$ cat src/verilog/ccu_pkg.sv
`default_nettype none

package ccu_pkg;

    // ==========================================================
    // Widths and counts
    // ==========================================================
    localparam int ISA_WORD_W  = 128;
    localparam int OPCODE_W    = 8;
    localparam int PAYLOAD_W   = ISA_WORD_W - OPCODE_W;   // 120
    localparam int ADDR_W      = 16;
    localparam int UNIT_IDX_W  = 2;
    localparam int WORD_CNT_W  = ADDR_W - UNIT_IDX_W;      // 14
    localparam int NUM_UNIT    = 3;
    localparam int IDX_W       = 16;
    localparam int CHN_W       = 12;
    localparam int ACT_W       = 8;
    localparam int K_W         = 6;
    localparam int DRAM_ADDR_W = 32;
    localparam int NUM_LAYER_W = 20;
    localparam int BEAT_IDX_W  = 1;                        // Enough for two words

    // Words per configuration
    localparam int WORDS_CCU   = 1;
    localparam int WORDS_KNN   = 1;
    localparam int WORDS_SYA   = 2;

    // ==========================================================
    // Enums
    // ==========================================================
    typedef enum logic [2:0] {
        IDLE, ARB, FETCH, DELIVER, NET_DONE
    } ccu_state_e;

    // Value is also unit index and priority, lowest wins
    typedef enum logic [OPCODE_W-1:0] {
        OP_CCU = 8'd0,
        OP_KNN = 8'd1,
        OP_SYA = 8'd2
    } ccu_opcode_e;

    // ==========================================================
    // Instruction and configuration layouts
    // ==========================================================
    typedef struct packed {
        logic [PAYLOAD_W-1:0] payload;
        logic [OPCODE_W-1:0]  opcode;    // Raw, may be foreign
    } isa_word_t;

    typedef struct packed {
        logic [PAYLOAD_W-NUM_LAYER_W-1:0] pad;
        logic [NUM_LAYER_W-1:0]           num_layer;
    } ccu_word_t;

    typedef struct packed {
        logic [IDX_W-1:0] map_wr_addr;
        logic [IDX_W-1:0] crd_rd_addr;
        logic [K_W-1:0]   k;
        logic [IDX_W-1:0] nip;           // Input point count
    } knn_cfg_t;

    typedef struct packed {
        logic [ADDR_W-1:0] ofm_wr_base;
        logic [ADDR_W-1:0] wgt_rd_base;
        logic [ADDR_W-1:0] act_rd_base;
        logic              lop_ord;
        logic [CHN_W-1:0]  num_til_ifm;
        logic [CHN_W-1:0]  num_til_flt;
        logic [CHN_W-1:0]  grp_per_tile;
        logic [CHN_W-1:0]  chn;
        logic [1:0]        mode;
        logic [ACT_W-1:0]  zp;
        logic [ACT_W-1:0]  shift;
    } sya_word0_t;

    typedef struct packed {
        logic [DRAM_ADDR_W-1:0] ofm_dram_base;
        logic [DRAM_ADDR_W-1:0] act_dram_base;
    } sya_word1_t;

    typedef struct packed {
        sya_word1_t w1;
        sya_word0_t w0;
    } sya_cfg_t;

    // Matching word handed from fetch to decoder
    typedef struct packed {
        ccu_opcode_e           opcode;
        logic [BEAT_IDX_W-1:0] word_idx;
        logic                  last;
        logic [PAYLOAD_W-1:0]  payload;
    } isa_beat_t;

endpackage

`default_nettype wire

$ cat src/verilog/ccu_sequencer.sv
`default_nettype none

module ccu_sequencer (
    input  wire logic                            clk,
    input  wire logic                            rst_n,
    input  wire logic                            start_i,
    input  wire logic                            knn_rdy_i,
    input  wire logic                            sya_rdy_i,
    input  wire logic                            last_beat_i,
    input  wire logic                            cfg_done_i,
    input  wire logic [ccu_pkg::NUM_LAYER_W-1:0] cfg_num_layer_i,
    output logic                                 fetch_en_o,
    output ccu_pkg::ccu_opcode_e                 sel_unit_o,
    output logic                                 units_rst_o,
    output logic                                 net_done_o
);

    ccu_pkg::ccu_state_e             state_q;
    ccu_pkg::ccu_state_e             state_d;
    ccu_pkg::ccu_opcode_e            sel_q;
    ccu_pkg::ccu_opcode_e            grant;
    logic                            self_rdy_q;
    logic [ccu_pkg::NUM_UNIT-1:0]    req;
    logic [ccu_pkg::NUM_LAYER_W-1:0] layer_cnt_q;
    logic                            sya_done;
    logic                            net_last;

    assign req = {sya_rdy_i, knn_rdy_i, self_rdy_q};

    // Fixed priority, lowest index wins
    always_comb begin
        grant = sel_q;
        for (int i = ccu_pkg::NUM_UNIT - 1; i >= 0; i--) begin
            if (req[i]) begin
                grant = ccu_pkg::ccu_opcode_e'(i);
            end
        end
    end

    assign sya_done = cfg_done_i && (sel_q == ccu_pkg::OP_SYA);
    assign net_last = (layer_cnt_q + 1'b1 == cfg_num_layer_i) && (cfg_num_layer_i != '0);

    // ==========================================================
    // FSM
    // ==========================================================
    always_comb begin
        state_d = state_q;
        case (state_q)
            ccu_pkg::IDLE: begin
                if (start_i) begin
                    state_d = ccu_pkg::ARB;
                end
            end
            ccu_pkg::ARB: begin
                if (|req) begin
                    state_d = ccu_pkg::FETCH;
                end
            end
            ccu_pkg::FETCH: begin
                if (last_beat_i) begin
                    state_d = ccu_pkg::DELIVER;
                end
            end
            ccu_pkg::DELIVER: begin
                if (sya_done && net_last) begin
                    state_d = ccu_pkg::NET_DONE;
                end else if (cfg_done_i) begin
                    state_d = ccu_pkg::ARB;
                end
            end
            default: state_d = ccu_pkg::IDLE;   // NET_DONE lasts one cycle
        endcase
    end

    always_ff @(posedge clk or negedge rst_n) begin
        if (!rst_n) begin
            state_q     <= ccu_pkg::IDLE;
            sel_q       <= ccu_pkg::OP_CCU;
            self_rdy_q  <= 1'b1;
            layer_cnt_q <= '0;
        end else begin
            state_q <= state_d;
            if (state_q == ccu_pkg::ARB && |req) begin
                sel_q <= grant;
            end
            // Own word is wanted once per network
            if (state_q == ccu_pkg::IDLE) begin
                self_rdy_q <= 1'b1;
            end else if (state_q == ccu_pkg::ARB && |req && grant == ccu_pkg::OP_CCU) begin
                self_rdy_q <= 1'b0;
            end
            if (state_q == ccu_pkg::IDLE) begin
                layer_cnt_q <= '0;
            end else if (state_q == ccu_pkg::DELIVER && sya_done) begin
                layer_cnt_q <= layer_cnt_q + 1'b1;   // One layer per SYA config
            end
        end
    end

    assign fetch_en_o  = (state_q == ccu_pkg::FETCH);
    assign sel_unit_o  = sel_q;
    assign units_rst_o = (state_q == ccu_pkg::IDLE);
    assign net_done_o  = (state_q == ccu_pkg::NET_DONE);

endmodule

`default_nettype wire

$ cat src/verilog/ccu_isa_fetch.sv
`default_nettype none

module ccu_isa_fetch (
    input  wire logic                       clk,
    input  wire logic                       rst_n,
    input  wire logic                       fetch_en_i,
    input  wire ccu_pkg::ccu_opcode_e       sel_unit_i,
    input  wire logic                       clear_i,
    output logic [ccu_pkg::ADDR_W-1:0]      isa_addr_o,
    output logic                            isa_addr_vld_o,
    input  wire logic                       isa_addr_rdy_i,
    input  wire ccu_pkg::isa_word_t         isa_dat_i,
    input  wire logic                       isa_dat_vld_i,
    output logic                            isa_dat_rdy_o,
    output ccu_pkg::isa_beat_t              beat_o,
    output logic                            beat_vld_o,
    output logic [ccu_pkg::ADDR_W-1:0]      isa_rd_addr_min_o
);

    logic [ccu_pkg::WORD_CNT_W-1:0] word_cnt_q [ccu_pkg::NUM_UNIT];
    logic [ccu_pkg::ADDR_W-1:0]     unit_addr  [ccu_pkg::NUM_UNIT];
    logic [ccu_pkg::ADDR_W-1:0]     min_addr;
    logic [ccu_pkg::OPCODE_W-1:0]   sel_code;
    logic [ccu_pkg::UNIT_IDX_W-1:0] sel_idx;
    logic [ccu_pkg::BEAT_IDX_W-1:0] word_idx_q;
    logic                           pending_q;
    logic                           addr_hs;
    logic                           dat_hs;
    logic                           match;
    logic                           last_word;
    int                             words_sel;

    assign sel_code = sel_unit_i;
    assign sel_idx  = sel_code[ccu_pkg::UNIT_IDX_W-1:0];

    // ==========================================================
    // Per-unit address counters
    // ==========================================================
    always_comb begin
        for (int u = 0; u < ccu_pkg::NUM_UNIT; u++) begin
            unit_addr[u] = {u[ccu_pkg::UNIT_IDX_W-1:0], word_cnt_q[u]};
        end
    end

    // Skipped words advance the counter too
    always_ff @(posedge clk or negedge rst_n) begin
        if (!rst_n) begin
            for (int u = 0; u < ccu_pkg::NUM_UNIT; u++) begin
                word_cnt_q[u] <= '0;
            end
        end else if (clear_i) begin
            for (int u = 0; u < ccu_pkg::NUM_UNIT; u++) begin
                word_cnt_q[u] <= '0;
            end
        end else if (addr_hs) begin
            word_cnt_q[sel_idx] <= word_cnt_q[sel_idx] + 1'b1;
        end
    end

    // Lowest address still needed by any unit
    always_comb begin
        min_addr = unit_addr[0];
        for (int u = 1; u < ccu_pkg::NUM_UNIT; u++) begin
            if (unit_addr[u] < min_addr) begin
                min_addr = unit_addr[u];
            end
        end
    end
    assign isa_rd_addr_min_o = min_addr;

    // ==========================================================
    // Read control, one read in flight
    // ==========================================================
    assign isa_addr_o     = unit_addr[sel_idx];
    assign isa_addr_vld_o = fetch_en_i & ~pending_q;
    assign isa_dat_rdy_o  = pending_q;
    assign addr_hs        = isa_addr_vld_o & isa_addr_rdy_i;
    assign dat_hs         = isa_dat_vld_i & pending_q;
    assign match          = dat_hs & (isa_dat_i.opcode == sel_code);

    always_comb begin
        case (sel_unit_i)
            ccu_pkg::OP_KNN: words_sel = ccu_pkg::WORDS_KNN;
            ccu_pkg::OP_SYA: words_sel = ccu_pkg::WORDS_SYA;
            default:         words_sel = ccu_pkg::WORDS_CCU;
        endcase
    end
    assign last_word = (word_idx_q == words_sel - 1);

    always_ff @(posedge clk or negedge rst_n) begin
        if (!rst_n) begin
            pending_q  <= 1'b0;
            word_idx_q <= '0;
        end else begin
            if (addr_hs) begin
                pending_q <= 1'b1;
            end else if (dat_hs) begin
                pending_q <= 1'b0;
            end
            if (!fetch_en_i) begin          // Restart per configuration
                word_idx_q <= '0;
            end else if (match) begin
                if (last_word) begin
                    word_idx_q <= '0;
                end else begin
                    word_idx_q <= word_idx_q + 1'b1;
                end
            end
        end
    end

    always_comb begin
        beat_o.opcode   = sel_unit_i;
        beat_o.word_idx = word_idx_q;
        beat_o.last     = last_word;
        beat_o.payload  = isa_dat_i.payload;
    end
    assign beat_vld_o = match;

endmodule

`default_nettype wire

$ cat src/verilog/ccu_cfg_decoder.sv
`default_nettype none

module ccu_cfg_decoder (
    input  wire logic                         clk,
    input  wire logic                         rst_n,
    input  wire ccu_pkg::isa_beat_t           beat_i,
    input  wire logic                         beat_vld_i,
    output ccu_pkg::knn_cfg_t                 knn_cfg_o,
    output logic                              knn_cfg_vld_o,
    input  wire logic                         knn_cfg_rdy_i,
    output ccu_pkg::sya_cfg_t                 sya_cfg_o,
    output logic                              sya_cfg_vld_o,
    input  wire logic                         sya_cfg_rdy_i,
    output logic [ccu_pkg::NUM_LAYER_W-1:0]   cfg_num_layer_o,
    output logic                              cfg_done_o
);

    ccu_pkg::ccu_word_t  ccu_word;
    ccu_pkg::knn_cfg_t   knn_word;
    ccu_pkg::sya_word0_t sya_word0;
    ccu_pkg::sya_word1_t sya_word1;
    logic                is_ccu;
    logic                is_knn;
    logic                is_sya;
    logic                knn_hs;
    logic                sya_hs;
    logic                ccu_done_q;

    // ==========================================================
    // Payload unpacking
    // ==========================================================
    assign ccu_word  = beat_i.payload;
    assign knn_word  = beat_i.payload[$bits(ccu_pkg::knn_cfg_t)-1:0];
    assign sya_word0 = beat_i.payload[$bits(ccu_pkg::sya_word0_t)-1:0];
    assign sya_word1 = beat_i.payload[$bits(ccu_pkg::sya_word1_t)-1:0];

    assign is_ccu = beat_vld_i && (beat_i.opcode == ccu_pkg::OP_CCU);
    assign is_knn = beat_vld_i && (beat_i.opcode == ccu_pkg::OP_KNN);
    assign is_sya = beat_vld_i && (beat_i.opcode == ccu_pkg::OP_SYA);

    // Fields only move while their valid is low
    always_ff @(posedge clk) begin
        if (is_knn) begin
            knn_cfg_o <= knn_word;
        end
        if (is_sya && beat_i.word_idx == 1'b0) begin
            sya_cfg_o.w0 <= sya_word0;
        end
        if (is_sya && beat_i.word_idx == 1'b1) begin
            sya_cfg_o.w1 <= sya_word1;
        end
    end

    // ==========================================================
    // Valids and completion
    // ==========================================================
    assign knn_hs = knn_cfg_vld_o & knn_cfg_rdy_i;
    assign sya_hs = sya_cfg_vld_o & sya_cfg_rdy_i;

    always_ff @(posedge clk or negedge rst_n) begin
        if (!rst_n) begin
            cfg_num_layer_o <= '0;
            ccu_done_q      <= 1'b0;
            knn_cfg_vld_o   <= 1'b0;
            sya_cfg_vld_o   <= 1'b0;
        end else begin
            if (is_ccu) begin
                cfg_num_layer_o <= ccu_word.num_layer;
            end
            ccu_done_q <= is_ccu & beat_i.last;   // No consumer, done right away
            if (knn_hs) begin
                knn_cfg_vld_o <= 1'b0;
            end else if (is_knn && beat_i.last) begin
                knn_cfg_vld_o <= 1'b1;
            end
            if (sya_hs) begin
                sya_cfg_vld_o <= 1'b0;
            end else if (is_sya && beat_i.last) begin
                sya_cfg_vld_o <= 1'b1;
            end
        end
    end

    assign cfg_done_o = ccu_done_q | knn_hs | sya_hs;

endmodule

`default_nettype wire

$ cat src/verilog/ccu_top.sv
`default_nettype none

module ccu_top (
    input  wire logic                    clk,
    input  wire logic                    rst_n,
    input  wire logic                    start_i,
    output logic                         net_done_o,
    output logic                         units_rst_o,

    // Instruction read port of the global buffer
    output logic [ccu_pkg::ADDR_W-1:0]   isa_addr_o,
    output logic                         isa_addr_vld_o,
    input  wire logic                    isa_addr_rdy_i,
    input  wire ccu_pkg::isa_word_t      isa_dat_i,
    input  wire logic                    isa_dat_vld_i,
    output logic                         isa_dat_rdy_o,
    output logic [ccu_pkg::ADDR_W-1:0]   isa_rd_addr_min_o,

    // Unit configuration
    output ccu_pkg::knn_cfg_t            knn_cfg_o,
    output logic                         knn_cfg_vld_o,
    input  wire logic                    knn_cfg_rdy_i,
    output ccu_pkg::sya_cfg_t            sya_cfg_o,
    output logic                         sya_cfg_vld_o,
    input  wire logic                    sya_cfg_rdy_i
);

    logic                            fetch_en;
    ccu_pkg::ccu_opcode_e            sel_unit;
    logic                            units_rst;
    ccu_pkg::isa_beat_t              beat;
    logic                            beat_vld;
    logic                            last_beat;
    logic                            cfg_done;
    logic [ccu_pkg::NUM_LAYER_W-1:0] cfg_num_layer;

    assign last_beat   = beat_vld & beat.last;
    assign units_rst_o = units_rst;

    // ==========================================================
    // Sequencing, fetch and decode
    // ==========================================================
    ccu_sequencer u_sequencer (
        .clk             (clk),
        .rst_n           (rst_n),
        .start_i         (start_i),
        .knn_rdy_i       (knn_cfg_rdy_i),   // Unit readies double as requests
        .sya_rdy_i       (sya_cfg_rdy_i),
        .last_beat_i     (last_beat),
        .cfg_done_i      (cfg_done),
        .cfg_num_layer_i (cfg_num_layer),
        .fetch_en_o      (fetch_en),
        .sel_unit_o      (sel_unit),
        .units_rst_o     (units_rst),
        .net_done_o      (net_done_o)
    );

    ccu_isa_fetch u_isa_fetch (
        .clk               (clk),
        .rst_n             (rst_n),
        .fetch_en_i        (fetch_en),
        .sel_unit_i        (sel_unit),
        .clear_i           (units_rst),
        .isa_addr_o        (isa_addr_o),
        .isa_addr_vld_o    (isa_addr_vld_o),
        .isa_addr_rdy_i    (isa_addr_rdy_i),
        .isa_dat_i         (isa_dat_i),
        .isa_dat_vld_i     (isa_dat_vld_i),
        .isa_dat_rdy_o     (isa_dat_rdy_o),
        .beat_o            (beat),
        .beat_vld_o        (beat_vld),
        .isa_rd_addr_min_o (isa_rd_addr_min_o)
    );

    ccu_cfg_decoder u_cfg_decoder (
        .clk             (clk),
        .rst_n           (rst_n),
        .beat_i          (beat),
        .beat_vld_i      (beat_vld),
        .knn_cfg_o       (knn_cfg_o),
        .knn_cfg_vld_o   (knn_cfg_vld_o),
        .knn_cfg_rdy_i   (knn_cfg_rdy_i),
        .sya_cfg_o       (sya_cfg_o),
        .sya_cfg_vld_o   (sya_cfg_vld_o),
        .sya_cfg_rdy_i   (sya_cfg_rdy_i),
        .cfg_num_layer_o (cfg_num_layer),
        .cfg_done_o      (cfg_done)
    );

endmodule

`default_nettype wire

$ cat config.mk
export PLATFORM = sky130hd
export DESIGN_NAME = ccu_top
export DESIGN_NICKNAME = d
export VERILOG_FILES = /design/src/verilog/ccu_pkg.sv /design/src/verilog/ccu_sequencer.sv /design/src/verilog/ccu_isa_fetch.sv /design/src/verilog/ccu_cfg_decoder.sv /design/src/verilog/ccu_top.sv
export SDC_FILE = /design/constraint.sdc
export NUM_CORES = 1
export LEC_CHECK = 0
export ABC_AREA = 1
export BUFFER_PORTS_ARGS = -buffer_cell sky130_fd_sc_hd__buf_2
export CAP_MARGIN = 20
export CORE_MARGIN = 2
export CORE_UTILIZATION = 50
export CTS_CLUSTER_DIAMETER = 120
export DETAILED_ROUTE_END_ITERATION = 8
export HOLD_SLACK_MARGIN = 0.1
export MAX_ROUTING_LAYER = met4
export PLACE_DENSITY = 0.79
export SLEW_MARGIN = 20
export SYNTH_ARGS = -nofsm -noshare
export SYNTH_HDL_FRONTEND = slang
export SYNTH_SLANG_ARGS = --single-unit
export TNS_END_PERCENT = 10
$ cat constraint.sdc
create_clock -name clk -period 12.6 [get_ports clk]
set_input_delay 0 -clock clk [delete_from_list [all_inputs] [get_ports clk]]
set_output_delay 0 -clock clk [all_outputs]
set_load 0.01 [all_outputs]
==> metrics.md <==
| Metric | Value |
|---|---|
| Layout area overhead | `37.01%` |
| Critical Path Fanout Max | `61` |
| Crit path buf inv count | `6` |
| Setup tns final | `0 ps` |
| Syn Area/Cell | `13.28 um^2` |
| Slew headroom | `36.50%` |
| Design Power | `2.507 mW` |
| CP max-delay cell | `buf_4` |
| Placer Congestion | `0.8894` |
| Final hold viol count | `0` |
| Sink Count | `332` |
| Core Rows | `58` |
| Leak | `7.400 nW` |
| Area occupied by multi-input gates | `0.002703 mm^2` |
| WS Path Type | `reg2reg` |
| Pwr Density | `143.6 mW/mm^2` |
| Worst path required time | `12,730 ps` |
| Fmax | `238.0 MHz` |
| Largest family of logic cells by synthesized area | `simple AND/OR/NAND/NOR gates` |
| Vias | `9,791` |
| Synthesis Warnings | `0` |
| Initial Utilization | `50.74%` |
| Actual slew at the worst max-slew pin | `952.5 ps` |
| Final worst-path cycle share | `33.35%` |
| Post-route minimum period | `4202 ps` |
| Hpwl dp | `24,890 um` |
| Area after DPL | `0.01503 mm^2` |
| Most common cell after layout, fill and taps aside | `buf_2` |
| First-pass GRT wire length | `56,640 um` |
| CP startpoint kind | `flip-flop` |
| PortBufs | `398` |
| #FFs+latches synth | `332` |
| CP arrival | `4330 ps` |
| Post-Synth Adder-Cell Area | `0.2946%` |
| Final Cell Area | `0.01745 mm^2` |
| EDFF count, synth | `233` |
| Drt pass-1 iters | `7` |
| Top_reg_cell synth | `edfxtp_1` |
| TritonCTS Buffers | `34` |
| Final setup margin | `8398 ps` |
| DR iter-0 viols | `880` |
| Mapped cell area | `0.01274 mm^2` |
| Horiz. Die Dim | `163.6 um` |
| Seq/Total Area, Yosys | `74.38%` |
| Compound-Gate Fraction of Synth Area | `5.480%` |
| CORE AREA | `0.02511 mm^2` |
| Residual DRC count | `0` |
| Simple-gate share of the synthesized area | `12.34%` |
| Remaining Overflow, GRT | `0` |
| Commonest non-fill, non-tap cells in the layout | `397 x buf_2, 233 x edfxtp_1, 173 x nand2_1` |
| Crit path max-delay family | `buffers and inverters` |
| Synth cell types | `52` |
| Final setup viols | `0` |
| Final #Nets | `1,640` |
| Overall Global Routing Usage | `28.94%` |
| Die area | `0.02677 mm^2` |
| Wire length per cell | `20.86 um` |
| Multiplexer area fraction after synthesis | `1.846%` |
| Clock skew | `14.34 ps` |
| I/O pin cnt | `406` |
| H-tree levels | `2` |
| CP max stage delay | `770 ps` |
| Post-route ant nets | `0` |
| Fill cell total of the finished layout | `1,698` |
| Final Routed Wirelength | `38,830 um` |
| Worst min path class | `in2reg` |
| CTS Buffer Depth | `3` |
| Vias in the first global route | `9,772` |
| Setup slack, reg-to-reg | `8400 ps` |
| Outcome | `finished, final reports clean` |
| Initial antenna violation count | `3` |
| Max Slew Vio Count | `0` |
| # Max-Cap Violations | `0` |
| Worst slack at placement | `9262 ps` |
| Ys async rst share | `29.82%` |
| Sequential cell area | `0.009475 mm^2` |
| Chip Height | `163.6 um` |
| Clock root cell | `clkbuf_16` |
| Vias/cell | `5.261` |
| Crit-path cells | `inv_1 -> o21ai_0 -> dlygate4sd3_1 -> nor3_1 -> dlygate4sd3_1 -> nand2_1 -> inv_2 -> nand2_1 -> nor2_4 -> buf_4 -> buf_4` |
| Endpoint class of the critical path | `flip-flop` |
| XOR/XNOR Fraction of Synth Area | `1.002%` |
| Largest net degree at the start of global routing | `66` |
| Post-Syn Instances | `959` |
| Peak supply drop | `0.1238 mV` |
| CTS tree | `built` |
| RSZ-0062 raised after global routing | `no` |
| Clk Latency, worst-skew pair | `510 ps` |
| Layout cell share with drive strength beyond 1 | `34.16%` |
| Worst-path clk slew | `60 ps` |
| Final hold slack | `206.7 ps` |
[cell families (layout without fill, tap and decap cells)]
kind of cell / count (synthesis) / count (layout)
compound gates: 101 / 101
xor+xnor: 13 / 13
fa+ha+maj: 3 / 3
buf+inv: 132 / 700
flops: 332 / 332
mux: 21 / 21
other cells: 1 / 5
simple gates: 356 / 356
[cell type report]
| cell class | instances | share of cell area (%) |
|---|---|---|
| repair buffers | 533 | 19.13 |
| diodes | 3 | 0.04301 |
| inverters | 105 | 2.294 |
| clock inverters | 19 | 1.097 |
| clock buffers | 43 | 5.305 |
| well taps | 330 | 2.366 |
| flip-flops and latches | 332 | 54.29 |
| multi-input cells | 496 | 15.48 |
[repair_timing]
action                                  CTS  global route
setup buffers                             0             0
hold buffers                            128             0
endpoints found under the hold margin   312             0
endpoints found under the setup margin    0             0
gates resized for setup                   0             0
[power by group]
group / total (mW) / switching (mW) / leakage, nW / internal, mW
clock network: 1.00 / 0.415 / 0.536 / 0.586
logic: 0.305 / 0.212 / 3.40 / 0.0935
registers: 1.20 / 0.0130 / 3.47 / 1.19
total: 2.51 / 0.640 / 7.40 / 1.87
[per-layer routing]
metal	up-vias	track usage [%]	share of wire, %
met1	4777	35.02	38
met3	100	5.866	8.3
met4	0	11.60	4.1
met2	509	47.92	50
li1	4405	-	-
met5	-	-	0
[state kept, by name (all words and copies together), names as in the netlist]
name	count
u_sequencer.sel_unit_o	8
u_isa_fetch.unit_addr	42
u_cfg_decoder.knn_cfg_vld_o	1
u_sequencer.layer_cnt_q	20
u_cfg_decoder.sya_cfg_vld_o	1
u_sequencer.self_rdy_q	1
u_cfg_decoder.sya_cfg_o	179
u_cfg_decoder.cfg_num_layer_o	20
u_sequencer.state_q	3
u_isa_fetch.word_idx_q	1
u_isa_fetch.isa_dat_rdy_o	1
u_cfg_decoder.ccu_done_q	1
u_cfg_decoder.knn_cfg_o	54
[metrics by stage]
step	std cells	util [%]
floorplan	960	-
global route	1861	69.51
global placement	1668	59.87
finish	1861	69.51
CTS	1858	69.46
detailed placement	1668	59.87
[cells in the mapped netlist (2+ instances only)]
cell type  instances  area (um^2)
a21oi_1            6        30.03
a21oi_2            3        26.28
a22oi_1            4        30.03
and2_1             3        18.77
buf_2              5        25.02
buf_4             18        135.1
buf_6              2        22.52
clkbuf_1           2        7.510
dfrtp_1           98         2452
edfxtp_1         233         6997
ha_1               3        37.54
inv_1             96        360.4
inv_2              6        22.52
mux2_1             5        56.30
mux2_2            15        168.9
nand2_1          173        649.4
nand2_2            5        31.28
nand3_1           56        280.3
nand3_2            2        20.02
nand3b_1           6        45.04
nand4_1           10        62.56
nor2_1            74        277.8
nor2_2             6        37.54
nor2_4             3        33.78
nor3_1            10        50.05
nor3_2             2        20.02
nor4_1             2        12.51
o21a_1             2        15.01
o21ai_0           25        125.1
o21ai_1           13        65.06
o21ai_2            7        61.31
o21ai_4            2        32.53
o21bai_1           2        15.01
o221ai_2           2        30.03
o221ai_4           2        52.55
o22ai_1           29        181.4
or2_2              2        12.51
xnor2_1            5        43.79
xor2_1             7        61.31
[path summary, 6_finish.rpt]
| path | startpoint | to | depth (start not counted) |
|---|---|---|---|
| worst max-delay path | u_sequencer.sel_unit_o[5] | u_cfg_decoder.sya_cfg_o[39] | 11 |
| worst min-delay path | isa_dat_i[121] | u_cfg_decoder.sya_cfg_o[113] | 2 |
| worst max register to register | u_sequencer.sel_unit_o[5] | u_cfg_decoder.sya_cfg_o[39] | 11 |
| worst min register to register | u_sequencer.self_rdy_q | u_sequencer.self_rdy_q | 2 |
| max in group asynchronous | rst_n | u_sequencer.sel_unit_o[4] | 4 |
| min in group asynchronous | rst_n | u_isa_fetch.unit_addr[16] | 4 |
(Power assumes the default switching activity.)
